===== src/logic/sdEnginePkg.sv =====
// SD card command engine shared definitions
//    width types for FIFO words, card commands and responses
//    argument and setting constants of the bring-up sequence
//    sequencer state encoding
//    request, completion and PHY command structs

package sdEnginePkg;

   ////////////////////////////////////////////////////////////
   // width types
   ////////////////////////////////////////////////////////////
   typedef logic [71:0] cmdWordT;      // opcode 63:58, tag 57:50, address 31:0
   typedef logic [35:0] resultWordT;   // status 18:15, index 13:8, tag 7:0
   typedef logic [31:0] sdArgT;
   typedef logic [15:0] cmdSettingT;   // cmd index in upper byte, resp flags lower
   typedef logic [47:0] shortRespT;
   typedef logic [15:0] rcaT;
   typedef logic [5:0]  opcodeT;
   typedef logic [7:0]  tagT;
   typedef logic [3:0]  dataStatT;

   ////////////////////////////////////////////////////////////
   // constants
   ////////////////////////////////////////////////////////////
   localparam opcodeT opWrite = 6'd24;   // single block write
   localparam opcodeT opRead  = 6'd17;   // single block read

   // response type flags as the command PHY decodes them
   localparam logic [7:0] respFlagsR1 = 8'h1A;
   localparam logic [7:0] respFlagsR3 = 8'h12;   // no crc / index check
   localparam logic [7:0] respFlagsR2 = 8'h09;

   localparam sdArgT cmd8Arg     = 32'h0000_01AA;   // 2.7-3.6V, check pattern AA
   localparam sdArgT acmd41Arg   = 32'h40FF_8000;   // HCS plus voltage window
   localparam sdArgT acmd6Arg    = 32'h0000_0002;   // 4-bit bus
   localparam sdArgT blockLenArg = 32'd512;

   localparam logic [15:0] cmd55StuffBits = 16'hAAAA;

   localparam int cmd0WaitCycles = 256;   // idle time after go-idle
   localparam int ocrReadyBit    = 39;    // busy bit of OCR in R3
   localparam int rcaMsb         = 39;    // RCA sits in 39:24 of R6
   localparam int respIndexMsb   = 45;

   ////////////////////////////////////////////////////////////
   // sequencer states
   ////////////////////////////////////////////////////////////
   typedef enum logic [4:0] {
      sIdle, sSendCmd0, sCmd0Wait, sSendCmd8, sCmd8Wait,
      sSendCmd55, sCmd55Wait, sSendAcmd41, sAcmd41Wait, sAcmd41Check,
      sSendCmd2, sCmd2Wait, sSendCmd3, sCmd3Wait, sSendCmd7, sCmd7Wait,
      sSendAcmd6, sAcmd6Wait, sSendCmd16, sCmd16Wait,
      sReady, sXferCheck, sSendXfer, sXferWait, sDataWait, sResult
   } seqStateT;

   ////////////////////////////////////////////////////////////
   // bundles
   ////////////////////////////////////////////////////////////
   typedef struct packed {
      logic       newCmd;     // one cycle strobe
      sdArgT      argument;
      cmdSettingT setting;
   } sdCmdReqT;

   typedef struct packed {
      logic  isWrite;
      tagT   tag;
      sdArgT address;
   } xferReqT;

   typedef struct packed {
      tagT        tag;
      logic [5:0] respIndex;
      dataStatT   dataStatus;
   } xferDoneT;

endpackage

===== src/logic/sdEngine.sv =====
// SD card command engine top level
//    decode, execute and result stages
//    card command PHY, data path and FIFO connections

`timescale 1ns/100ps

module sdEngine import sdEnginePkg::*; (
   input  logic       sdClkIn,
   input  logic       initRst,
   // command FIFO
   input  cmdWordT    cmdFifoData,
   input  logic       cmdFifoEmpty,
   output logic       cmdFifoRdEn,
   // command PHY
   input  logic       initDone,
   input  logic       dataReady,
   input  shortRespT  cmdResponse,
   output sdCmdReqT   sdCmd,
   // data path
   input  logic       writeDone,
   input  logic       readDone,
   input  dataStatT   dataStatus,
   input  logic       writeFifoAlmostEmpty,
   input  logic       readFifoAlmostFull,
   output logic       writeCmd,
   output logic       readCmd,
   // result FIFO
   input  logic       resultFifoFull,
   output logic       resultFifoWrEn,
   output resultWordT resultFifoData,
   output logic       sdReady
);

   xferReqT  xferReq;
   logic     reqValid;
   logic     reqTaken;
   xferDoneT xferDone;
   logic     doneValid;
   logic     resultSpace;

   sdCmdFetch fetch (
      .sdClkIn, .initRst, .sdReady,
      .cmdFifoData, .cmdFifoEmpty, .reqTaken,
      .cmdFifoRdEn, .xferReq, .reqValid
   );

   sdCardSequencer sequencer (
      .sdClkIn, .initRst, .initDone, .dataReady, .cmdResponse,
      .xferReq, .reqValid,
      .writeFifoAlmostEmpty, .readFifoAlmostFull,
      .writeDone, .readDone, .dataStatus, .resultSpace,
      .sdCmd, .sdReady, .reqTaken, .writeCmd, .readCmd,
      .xferDone, .doneValid
   );

   sdResultQueue results (
      .sdClkIn, .initRst,
      .xferDone, .doneValid, .resultFifoFull,
      .resultSpace, .resultFifoWrEn, .resultFifoData
   );

endmodule


===== src/logic/sdResultQueue.sv =====
// result stage of the SD engine
//    one entry result register
//    result word packing and result FIFO write

`timescale 1ns/100ps

module sdResultQueue import sdEnginePkg::*; (
   input  logic       sdClkIn,
   input  logic       initRst,
   input  xferDoneT   xferDone,
   input  logic       doneValid,
   input  logic       resultFifoFull,
   output logic       resultSpace,
   output logic       resultFifoWrEn,
   output resultWordT resultFifoData
);

   logic resultPending;   // word waiting for FIFO room
   logic handOff;

   assign resultSpace    = !resultPending;
   assign handOff        = doneValid && resultSpace;
   assign resultFifoWrEn = resultPending && !resultFifoFull;

   ////////////////////////////////////////////////////////////
   // occupancy
   ////////////////////////////////////////////////////////////
   always_ff @(posedge sdClkIn or posedge initRst) begin
      if (initRst) begin
         resultPending <= 1'b0;
      end else if (handOff) begin
         resultPending <= 1'b1;
      end else if (resultFifoWrEn) begin
         resultPending <= 1'b0;
      end
   end

   ////////////////////////////////////////////////////////////
   // result word
   ////////////////////////////////////////////////////////////
   // upper 17 bits and bit 14 stay zero
   always_ff @(posedge sdClkIn) begin
      if (handOff) begin
         resultFifoData <= {17'b0,
                            xferDone.dataStatus,
                            1'b0,
                            xferDone.respIndex,
                            xferDone.tag};
      end
   end

   // full flag from the FIFO side must block the write
   wrEnNotFull: assert property (@(posedge sdClkIn) disable iff (initRst)
      resultFifoWrEn |-> !resultFifoFull)
      else $error("result FIFO written while full");

endmodule


===== src/logic/sdCardSequencer.sv =====
// execute stage of the SD engine
//    card bring-up FSM, CMD0 through CMD16
//    RCA capture and ACMD41 / ACMD6 progress flags
//    single block write and read sequencing
//    completion hand-off to the result stage

`timescale 1ns/100ps

module sdCardSequencer import sdEnginePkg::*; (
   input  logic      sdClkIn,
   input  logic      initRst,
   input  logic      initDone,
   input  logic      dataReady,
   input  shortRespT cmdResponse,
   input  xferReqT   xferReq,
   input  logic      reqValid,
   input  logic      writeFifoAlmostEmpty,
   input  logic      readFifoAlmostFull,
   input  logic      writeDone,
   input  logic      readDone,
   input  dataStatT  dataStatus,
   input  logic      resultSpace,
   output sdCmdReqT  sdCmd,
   output logic      sdReady,
   output logic      reqTaken,
   output logic      writeCmd,
   output logic      readCmd,
   output xferDoneT  xferDone,
   output logic      doneValid
);

   seqStateT state;
   logic [$clog2(cmd0WaitCycles):0] cmdWaitCnt;
   logic acmd41Done;   // card left busy
   logic acmd6Done;    // wide bus set
   rcaT  rca;
   xferReqT curReq;

   // command strobe with argument and setting
   function automatic sdCmdReqT issue(input sdArgT arg, input logic [7:0] index,
                                      input logic [7:0] flags);
      return '{newCmd: 1'b1, argument: arg, setting: {index, flags}};
   endfunction

   assign reqTaken = (state == sReady) && reqValid;

   ////////////////////////////////////////////////////////////
   // main FSM
   ////////////////////////////////////////////////////////////
   always_ff @(posedge sdClkIn or posedge initRst) begin
      if (initRst) begin
         state      <= sIdle;
         sdCmd      <= '0;
         sdReady    <= 1'b0;
         writeCmd   <= 1'b0;
         readCmd    <= 1'b0;
         doneValid  <= 1'b0;
         cmdWaitCnt <= '0;
         acmd41Done <= 1'b0;
         acmd6Done  <= 1'b0;
         rca        <= '0;
         curReq     <= '0;
         xferDone   <= '0;
      end else begin
         sdCmd.newCmd <= 1'b0;   // strobes last one cycle
         writeCmd     <= 1'b0;
         readCmd      <= 1'b0;
         case (state)
            sIdle: if (initDone) state <= sSendCmd0;
            sSendCmd0: begin
               sdCmd      <= issue('0, 8'd0, 8'h00);   // no response
               cmdWaitCnt <= '0;
               state      <= sCmd0Wait;
            end
            sCmd0Wait: begin
               cmdWaitCnt <= cmdWaitCnt + 1'b1;
               if (cmdWaitCnt >= cmd0WaitCycles) state <= sSendCmd8;
            end
            sSendCmd8: begin
               sdCmd <= issue(cmd8Arg, 8'd8, respFlagsR1);
               state <= sCmd8Wait;
            end
            sCmd8Wait: if (dataReady) state <= sSendCmd55;
            sSendCmd55: begin
               sdCmd <= issue({rca, cmd55StuffBits}, 8'd55, respFlagsR1);
               state <= sCmd55Wait;
            end
            sCmd55Wait: begin
               // one CMD55 state serves both app commands
               if (dataReady) begin
                  if (!acmd41Done)     state <= sSendAcmd41;
                  else if (!acmd6Done) state <= sSendAcmd6;
                  else                 state <= sSendCmd16;
               end
            end
            sSendAcmd41: begin
               sdCmd <= issue(acmd41Arg, 8'd41, respFlagsR3);
               state <= sAcmd41Wait;
            end
            sAcmd41Wait: begin
               if (dataReady) begin
                  acmd41Done <= cmdResponse[ocrReadyBit];
                  state      <= sAcmd41Check;
               end
            end
            sAcmd41Check: state <= acmd41Done ? sSendCmd2 : sSendCmd55;   // retry while busy
            sSendCmd2: begin
               sdCmd <= issue('0, 8'd2, respFlagsR2);
               state <= sCmd2Wait;
            end
            sCmd2Wait: if (dataReady) state <= sSendCmd3;
            sSendCmd3: begin
               sdCmd <= issue('0, 8'd3, respFlagsR1);
               state <= sCmd3Wait;
            end
            sCmd3Wait: begin
               if (dataReady) begin
                  rca   <= cmdResponse[rcaMsb -: 16];   // published RCA
                  state <= sSendCmd7;
               end
            end
            sSendCmd7: begin
               sdCmd <= issue({rca, 16'h0000}, 8'd7, respFlagsR1);
               state <= sCmd7Wait;
            end
            sCmd7Wait: if (dataReady) state <= sSendCmd55;
            sSendAcmd6: begin
               sdCmd <= issue(acmd6Arg, 8'd6, respFlagsR1);
               state <= sAcmd6Wait;
            end
            sAcmd6Wait: begin
               if (dataReady) begin
                  acmd6Done <= 1'b1;
                  state     <= sSendCmd16;
               end
            end
            sSendCmd16: begin
               sdCmd <= issue(blockLenArg, 8'd16, respFlagsR1);
               state <= sCmd16Wait;
            end
            sCmd16Wait: begin
               if (dataReady) begin
                  sdReady <= 1'b1;   // held until reset
                  state   <= sReady;
               end
            end

            // block transfers
            sReady: begin
               if (reqValid) begin
                  curReq       <= xferReq;
                  xferDone.tag <= xferReq.tag;
                  state        <= sXferCheck;
               end
            end
            sXferCheck: begin
               if (curReq.isWrite ? !writeFifoAlmostEmpty : !readFifoAlmostFull) begin
                  state <= sSendXfer;
               end
            end
            sSendXfer: begin
               sdCmd <= issue(curReq.address,
                              {2'b00, (curReq.isWrite ? opWrite : opRead)}, respFlagsR1);
               state <= sXferWait;
            end
            sXferWait: begin
               if (dataReady) begin
                  xferDone.respIndex <= cmdResponse[respIndexMsb -: 6];
                  writeCmd           <= curReq.isWrite;
                  readCmd            <= !curReq.isWrite;
                  state              <= sDataWait;
               end
            end
            sDataWait: begin
               if (curReq.isWrite ? writeDone : readDone) begin
                  xferDone.dataStatus <= dataStatus;
                  doneValid           <= 1'b1;
                  state               <= sResult;
               end
            end
            sResult: begin
               if (resultSpace) begin   // hand-off this edge
                  doneValid <= 1'b0;
                  state     <= sReady;
               end
            end
            default: state <= sIdle;
         endcase
      end
   end

   ////////////////////////////////////////////////////////////
   // checks
   ////////////////////////////////////////////////////////////
   dataStrobeExcl: assert property (@(posedge sdClkIn) disable iff (initRst)
      !(writeCmd && readCmd))
      else $error("write and read started together");

   newCmdPulse: assert property (@(posedge sdClkIn) disable iff (initRst)
      sdCmd.newCmd |=> !sdCmd.newCmd)
      else $error("newCmd held for two cycles");

endmodule


===== src/logic/sdCmdFetch.sv =====
// decode stage of the SD engine
//    command FIFO read with two cycle latency
//    opcode filter and one entry request holding register

`timescale 1ns/100ps

module sdCmdFetch import sdEnginePkg::*; (
   input  logic    sdClkIn,
   input  logic    initRst,
   input  logic    sdReady,
   input  cmdWordT cmdFifoData,
   input  logic    cmdFifoEmpty,
   input  logic    reqTaken,
   output logic    cmdFifoRdEn,
   output xferReqT xferReq,
   output logic    reqValid
);

   logic [1:0] fetchCnt;    // 0 idle, 1 read issued, 2 word on bus
   opcodeT     opcode;
   logic       holdFree;
   logic       capture;
   logic       supported;

   assign opcode    = cmdFifoData[63:58];
   assign supported = (opcode == opWrite) || (opcode == opRead);
   assign holdFree  = !reqValid || reqTaken;   // empty, or leaving this cycle
   assign capture   = (fetchCnt == 2'd2);

   // fetch sequencing
   always_ff @(posedge sdClkIn or posedge initRst) begin
      if (initRst) begin
         fetchCnt    <= 2'd0;
         cmdFifoRdEn <= 1'b0;
      end else begin
         cmdFifoRdEn <= 1'b0;
         if (fetchCnt == 2'd0) begin
            if (sdReady && !cmdFifoEmpty && holdFree) begin
               cmdFifoRdEn <= 1'b1;
               fetchCnt    <= 2'd1;
            end
         end else if (capture) begin
            fetchCnt <= 2'd0;
         end else begin
            fetchCnt <= fetchCnt + 2'd1;   // waiting out FIFO latency
         end
      end
   end

   // holding register, unsupported opcodes never set it
   always_ff @(posedge sdClkIn or posedge initRst) begin
      if (initRst) begin
         reqValid <= 1'b0;
      end else if (capture && supported) begin
         reqValid <= 1'b1;
      end else if (reqTaken) begin
         reqValid <= 1'b0;
      end
   end

   always_ff @(posedge sdClkIn) begin
      if (capture && supported) begin
         xferReq.isWrite <= (opcode == opWrite);
         xferReq.tag     <= cmdFifoData[57:50];
         xferReq.address <= cmdFifoData[31:0];
      end
   end

   // a read is only started on a non-empty FIFO, the flag must still agree
   rdEnNotEmpty: assert property (@(posedge sdClkIn) disable iff (initRst)
      cmdFifoRdEn |-> !cmdFifoEmpty)
      else $error("command FIFO read while empty");

endmodule


===== config.mk =====
export PLATFORM = sky130hd
export DESIGN_NAME = sdEngine
export DESIGN_NICKNAME = d
export VERILOG_FILES = /design/src/logic/sdEnginePkg.sv /design/src/logic/sdEngine.sv /design/src/logic/sdResultQueue.sv /design/src/logic/sdCardSequencer.sv /design/src/logic/sdCmdFetch.sv
export SDC_FILE = /design/constraint.sdc
export NUM_CORES = 1
export LEC_CHECK = 0
export BUFFER_PORTS_ARGS = -buffer_cell sky130_fd_sc_hd__buf_2
export CORE_MARGIN = 5
export CORE_UTILIZATION = 52
export DETAILED_ROUTE_END_ITERATION = 8
export PLACE_DENSITY = 0.8
export SLEW_MARGIN = 20
export SYNTH_ARGS = -nofsm -noshare
export SYNTH_HDL_FRONTEND = slang
export SYNTH_SLANG_ARGS = --single-unit

===== constraint.sdc =====
create_clock -name sdClkIn -period 5.9 [get_ports sdClkIn]
set_input_delay 0.885 -clock sdClkIn [delete_from_list [all_inputs] [get_ports sdClkIn]]
set_output_delay 0.885 -clock sdClkIn [all_outputs]
set_load 0.02 [all_outputs]

==> flow_summary.json, run 1 <==
{
  "status": "completed",
  "placed_cells": 886,
  "clk_pin_slew_worst_paths_ns": 0.07,
  "num_rows": 45,
  "slowest_cell_delay_on_critical_path_ns": 0.91,
  "worstPathMaxFanout": 33,
  "timing.critical_path.cells": "inv_1 -> nor2_1 -> nand4_1 -> buf_4 -> mux2_2",
  "fp.dieH_microns": 133,
  "flow.area_growth_from_synthesis_pct": 16.9,
  "post_cts_resize_count": 0,
  "regToRegSetupSlack_ns": 2.59,
  "finalNetCount": 852,
  "distinct_cells_synth": 62,
  "dominant_combinational_cell_family_by_area_after_synthesis": "multiplexers",
  "antenna_violations_before_repair": 1,
  "ios": 224,
  "numClockSinks": 193,
  "top_ff_cell_synth": "sky130_fd_sc_hd__dfrtp_1",
  "critical_path.startpoint": "sequencer.state[4]",
  "ys_top_cells_by_area": "sky130_fd_sc_hd__dfrtp_1, sky130_fd_sc_hd__edfxtp_1, sky130_fd_sc_hd__mux2_2",
  "post_synth.cell_area_avg_sq_um": 13.6,
  "cts_setup_buffers": 0,
  "cp_slowest_cell": "sky130_fd_sc_hd__dfrtp_1",
  "yosys.area.top_type": "sky130_fd_sc_hd__dfrtp_1",
  "async_reset_ff_share_pct": 69.4,
  "yosys-mux-area-fraction_pct": 11.0,
  "rsz_0062_raised_after_global_routing": "false",
  "worst_clock_skew_ns": 0.00715,
  "antenna_left": 0,
  "max-clock-path-buffers": 2,
  "reg2reg_to": "sequencer.xferDone[16]",
  "post_synthesis_instance_total": 582,
  "pwr_per_cell_area_mw_per_mm2": 534,
  "globalRoute.totalOverflow": 0,
  "critPathArrivalTime_ns": 3.62,
  "synth_top_cells_by_count": "sky130_fd_sc_hd__dfrtp_1, sky130_fd_sc_hd__mux2_2, sky130_fd_sc_hd__edfxtp_1, sky130_fd_sc_hd__nand2_1, sky130_fd_sc_hd__o21ai_0",
  "yosys.area_share.simple_pct": 7.72,
  "grtUsageTotal_pct": 20.1,
  "finalSetupViolCount": 0,
  "r2r.worst_path.cells": 5,
  "slew_viol_final": 0,
  "synth_compound_gate_area_share_pct": 10.2,
  "drt-initial-drc-count": 351,
  "detail_route.wirelength_microns": 17500,
  "grt_pass1_vias": 5337,
  "vias_per_inst": 5.71,
  "port_buffers": 147,
  "yosys.area_share.xor_xnor_pct": 0.444,
  "cts_hold_buf": 0,
  "ys_seq_area_share_pct": 65.0,
  "startpoint_type": "flip-flop",
  "place.detailed.hpwl_microns": 11800,
  "floorplan.die_area_sq_mm": 0.0177,
  "num_vias": 5244,
  "synth.top_cell.area_share_pct": 42.5,
  "hold-worst-slack_ns": 0.442,
  "synth.most_common_cell": "sky130_fd_sc_hd__dfrtp_1",
  "holdCritStartpoint": "sequencer.xferDone[8]",
  "dr_pass1_iterations": 5,
  "leakage_nw": 4.23,
  "tritoncts_clock_tree": "yes",
  "finalCriticalPeriod_ns": 3.31,
  "hold_class": "reg -> reg",
  "critical_path_required_ns": 6.21,
  "timing.rr.start": "sequencer.state[4]",
  "die_width_microns": 133,
  "max_slew.worst_pin.slew_ns": 1.02,
  "insertion_delay_ns": 0.42,
  "irDropWorstVdd_mv": 0.323,
  "drv_cap": 0,
  "post_synth_instance_area_sq_mm": 0.00789,
  "final-hold-violation-count": 0,
  "min_period_over_period_pct": 56.1,
  "worstSetupEndpointType": "flip-flop",
  "drc": 0,
  "post_route_cells_drive_above_1_share_pct": 36.6,
  "hold_path_depth": 0,
  "cts.root.buffer_cell": "sky130_fd_sc_hd__clkbuf_16",
  "drt-wirelength-per-cell_microns": 19.0,
  "fin_setup_tns_ns": 0,
  "whs_endpoint": "results.resultFifoData[12]",
  "numCtsBuffers": 17,
  "initial_utilization_pct": 52.5,
  "core_region_area_sq_mm": 0.0150,
  "timing_worst_setup_path_type": "reg -> reg",
  "grt_start_max_net_pins": 75,
  "ys_warn_count": 0,
  "htree_levels": 4,
  "synthAdderAreaFrac_pct": 0.159,
  "synth-edff-count": 59,
  "grt_first_pass_wirelength_microns": 28200,
  "gpl.final_weighted_congestion": 0.862,
  "maxSlewHeadroom_pct": 31.6,
  "fmax_ghz": 0.302,
  "ys_ff_latch": 193,
  "layout.cells.non_filler": 919
}
layout make-up:
class / count / area (sq um)
multi-input combinational: 337 / 2450
sequential: 193 / 5120
fill: 1145 / 5810
inverter: 15 / 61.3
clock buffer: 22 / 475
clock inverter: 10 / 96.3
antenna: 1 / 2.50
tap: 188 / 235
timing repair buffer: 153 / 781
metrics by stage:
step / setup slack, ns / area (sq um) / total power, W / utilization [%]
floorplan: 1.43 / 7980 / 0.00333 / -
detailed placement: 2.64 / 8650 / 0.00383 / 57.5
finish: 2.59 / 9220 / 0.00493 / 61.3
global placement: 2.68 / 8650 / 0.00374 / 57.5
global route: 2.38 / 9220 / 0.00520 / 61.3
CTS: 2.60 / 9220 / 0.00496 / 61.3
cells by family after synthesis:
logic type	after synthesis
other cells	1
mux	78
buf+inv	75
xor+xnor	4
flops	193
simple gates	118
compound gates	112
fa+ha+maj	1
flip-flops by register name, summed over array words and instances (netlist names):
signal                  cells
sequencer.writeCmd          1
sequencer.cmdWaitCnt        9
sequencer.readCmd           1
sequencer.state             5
sequencer.rca              16
fetch.cmdFifoRdEn           1
fetch.fetchCnt              2
sequencer.xferDone         18
sequencer.sdCmd            42
sequencer.acmd6Done         1
sequencer.curReq           33
results.resultPending       1
fetch.reqValid              1
sequencer.acmd41Done        1
sequencer.doneValid         1
sequencer.sdReady           1
fetch.xferReq              41
results.resultFifoData     18
worst max-delay path: cells and delay by family, from the launching register on:
kind	cells	cell delay (ns)
buf+inv	2	0.93
simple gates	2	1.00
flops	1	0.91
mux	1	0.33
metal layers:
layer  share of wire (%)  wire (microns)  vias to the layer above  global-route usage [%]
met1                  40            7040                     2633                    25.6
li1                    -               -                     2344                       -
met4                 1.8             321                        0                    7.43
met2                  50            8750                      239                    33.4
met5                   0               0                        -                       0
met3                 7.8            1370                       28                    5.17
cell usage in the layout (no fill, tap or decap), drive strengths merged, types with 5 or more instances in the layout:
cell type  Yosys  routed
a21oi         17      17
a221o          5       5
a221oi         9       9
a222oi         7       7
a22o          10      10
a31oi          7       7
and3           5       5
buf           48     153
clkbuf        12      22
conb           1      24
dfrtp        134     134
edfxtp        59      59
inv           14      19
mux2          72      72
mux2i          6       6
nand2         37      37
nand2b         7       7
nand3          9       9
nor2          25      25
nor2b          9       9
nor3           8       8
o21ai         30      30
o22ai          5       5
o31ai          6       6
worst max path at each step:
| stage | endpoint | cells past startpoint | slack (ns) |
|---|---|---|---|
| floorplan | fetch.cmdFifoRdEn | 1 | 1.43 |
| global placement | sequencer.curReq[29] | 5 | 2.68 |
| detailed placement | sequencer.xferDone[16] | 5 | 2.64 |
| CTS | sequencer.xferDone[16] | 5 | 2.60 |
| global route | sequencer.curReq[29] | 5 | 2.38 |
| finish | sequencer.xferDone[16] | 5 | 2.59 |
where the power goes:
part	total [W]	internal, W	switching (W)
Clock	0.00111	0.000624	0.000490
Sequential	0.00215	0.00184	0.000306
Combinational	0.00167	0.000654	0.00101
Total	0.00493	0.00312	0.00181
(Power assumes the default switching activity.)
==> inputs of run 2 (changes only) <==
--- a/config.mk
+++ b/config.mk
@@ -7,9 +7,9 @@
 export LEC_CHECK = 0
 export BUFFER_PORTS_ARGS = -buffer_cell sky130_fd_sc_hd__buf_2
 export CORE_MARGIN = 5
-export CORE_UTILIZATION = 52
+export CORE_UTILIZATION = 47
 export DETAILED_ROUTE_END_ITERATION = 8
-export PLACE_DENSITY = 0.8
+export PLACE_DENSITY = 0.76
 export SLEW_MARGIN = 20
 export SYNTH_ARGS = -nofsm -noshare
 export SYNTH_HDL_FRONTEND = slang
==> constraint.sdc (replaced) <==
create_clock -name sdClkIn -period 2.8 [get_ports sdClkIn]
set_input_delay 0.42 -clock sdClkIn [delete_from_list [all_inputs] [get_ports sdClkIn]]
set_output_delay 0.42 -clock sdClkIn [all_outputs]
set_load 0.02 [all_outputs]
==> run 2 against run 1 <==
Total power grew 110%. Maximum frequency rose by 37%. Clock skew up 0.0031 ns. Combinational power grew 120%. Largest power group unchanged. Global-route usage decreased by 1.6 points. Critical path depth grew 1. Highest routed layer unchanged. Clock power grew 100%. Sequential share of layout area down 1.1 points. Cell area is 2.1% higher. Setup slack worse by 2.2 ns. First-iteration DRC count up 4.0%. Cell count increased by 5.5%.
==> flow_summary.json, run 2 (synthesis results as in run 1) <==
{
  "status": "completed",
  "critical_path_required_ns": 3.11,
  "floorplan.die_area_sq_mm": 0.0195,
  "max_slew.worst_pin.slew_ns": 0.922,
  "detail_route.wirelength_microns": 17700,
  "timing_worst_setup_path_type": "reg -> reg",
  "worst_slack_ns": 0.383,
  "cts_hold_buf": 0,
  "grtUsageTotal_pct": 18.5,
  "port_buffers": 147,
  "worstPathMaxFanout": 19,
  "fillerInstances": 1360,
  "pwr_per_cell_area_mw_per_mm2": 1110,
  "mostFrequentLayoutCells": "sky130_fd_sc_hd__buf_2, sky130_fd_sc_hd__dfrtp_1, sky130_fd_sc_hd__mux2_2, sky130_fd_sc_hd__edfxtp_1, sky130_fd_sc_hd__nand2_1",
  "num_vias": 5220,
  "ios": 224,
  "numCtsBuffers": 17,
  "slew_viol_final": 0,
  "rsz_0062_raised_after_global_routing": "false",
  "maxSlewHeadroom_pct": 38.3,
  "min_period_over_period_pct": 86.3,
  "finalSetupViolCount": 0,
  "max-clock-path-buffers": 2,
  "place.detailed.hpwl_microns": 12500,
  "fp.dieH_microns": 140,
  "drv_cap": 0,
  "tritoncts_clock_tree": "yes",
  "layout.cells.most_common": "sky130_fd_sc_hd__buf_2",
  "worst_clock_skew_ns": 0.0102,
  "critPathArrivalTime_ns": 2.73,
  "flow.area_growth_from_synthesis_pct": 19.4,
  "final_design_area_no_fill_sq_mm": 0.00942,
  "top_registers": "sequencer.sdCmd x42, fetch.xferReq x41, sequencer.curReq x33",
  "fmax_ghz": 0.414,
  "drc": 0,
  "finalNetCount": 871,
  "drt-initial-drc-count": 365,
  "die_width_microns": 140,
  "gpl.final_weighted_congestion": 0.886,
  "worstSetupEndpointType": "flip-flop",
  "largest_register_ffs": 42,
  "post_cts_resize_count": 0,
  "regArea_sq_mm": 0.00512,
  "numClockSinks": 193,
  "cts.root.buffer_cell": "sky130_fd_sc_hd__clkbuf_16",
  "final-hold-violation-count": 0,
  "antenna_violations_before_repair": 0,
  "post_route_cells_drive_above_1_share_pct": 38.5,
  "globalRoute.totalOverflow": 0,
  "dr_pass1_iterations": 5,
  "startpoint_type": "flip-flop",
  "leakage_nw": 4.31,
  "irDropWorstVdd_mv": 0.616,
  "detailed_place.area_sq_mm": 0.00887,
  "core_region_area_sq_mm": 0.0165,
  "finalCriticalPeriod_ns": 2.42,
  "hold_class": "in -> async",
  "initial_utilization_pct": 47.7,
  "clk_pin_slew_worst_paths_ns": 0.07,
  "vias_per_inst": 5.38,
  "num_rows": 47,
  "drt-wirelength-per-cell_microns": 18.3,
  "grt_first_pass_wirelength_microns": 28800,
  "total_power_w": 0.0104,
  "pre_cts_slack_ns": 0.427,
  "grt_start_max_net_pins": 47,
  "top_reg_by_flops": "sequencer.sdCmd",
  "insertion_delay_ns": 0.43,
  "htree_levels": 4,
  "grt_pass1_vias": 5564,
  "multiInputGateArea_sq_mm": 0.00245,
  "cts_setup_buffers": 0,
  "antenna_left": 0
}
==> run 2: cell types whose count changed in the layout (fill, tap and decap cells not counted), sizes merged <==
| cell | change |
|---|---|
| buf | +19 |
| bufinv | -1 |
| clkbuf | -4 |
| clkinv | +3 |
| clkinvlp | +3 |
| inv | -1 |
==> run 2: critical path, stage by stage (launching register included) <==
cell,delay [ns]
sky130_fd_sc_hd__dfrtp_1,0.63
sky130_fd_sc_hd__o21ai_2,0.44
sky130_fd_sc_hd__o22ai_1,0.21
sky130_fd_sc_hd__a21oi_4,0.55
sky130_fd_sc_hd__buf_4,0.25
sky130_fd_sc_hd__nor2b_1,0.15
sky130_fd_sc_hd__a21oi_1,0.05
==> run 2: final timing paths <==
kind                       depth (start not counted)                    endpoint  slack, ns             startpoint
max                                                6         sequencer.sdCmd[38]       0.38     sequencer.state[1]
min                                                2         sequencer.sdCmd[29]       0.08                initRst
max reg2reg                                        6         sequencer.sdCmd[38]       0.38     sequencer.state[1]
min reg2reg                                        0  results.resultFifoData[15]       0.44  sequencer.xferDone[0]
max in group asynchronous                          3      sequencer.xferDone[13]       1.99                initRst
min in group sdClkIn                               1            fetch.xferReq[1]       0.16         cmdFifoData[1]
==> run 2: power by group <==
part / total (W) / switching (W) / internal, W
logic: 0.00372 / 0.00220 / 0.00151
registers: 0.00448 / 0.000595 / 0.00388
clock network: 0.00224 / 0.00107 / 0.00117
==> run 2: stage by stage <==
stage,TNS [ns],instances,util (%),hold WS [ns]
detailed placement,0,937,53.7,0.429
global route,0,969,57.0,0.127
CTS,0,969,57.0,0.0842
finish,0,970,57.0,0.0826
global placement,0,937,53.7,0.423
floorplan,-2.61,605,-,0.419
==> run 2: area by class of cell <==
cell class	instances	area share, %
Antenna cell	1	0.0266
Clock buffer	18	4.66
Clock inverter	14	1.10
Inverter	15	0.638
Multi-Input combinational cell	337	26.0
Sequential cell	193	54.4
Tap cell	220	2.92
Timing Repair Buffer	172	10.2
==> run 2: routing by layer <==
layer  vias up  routed length, microns  track usage (%)
li1       2383                       -                -
met1      2583                    7170             23.3
met2       222                    8750             30.6
met3        32                    1400             5.11
met4         0                     415             7.19
met5         -                       0                0
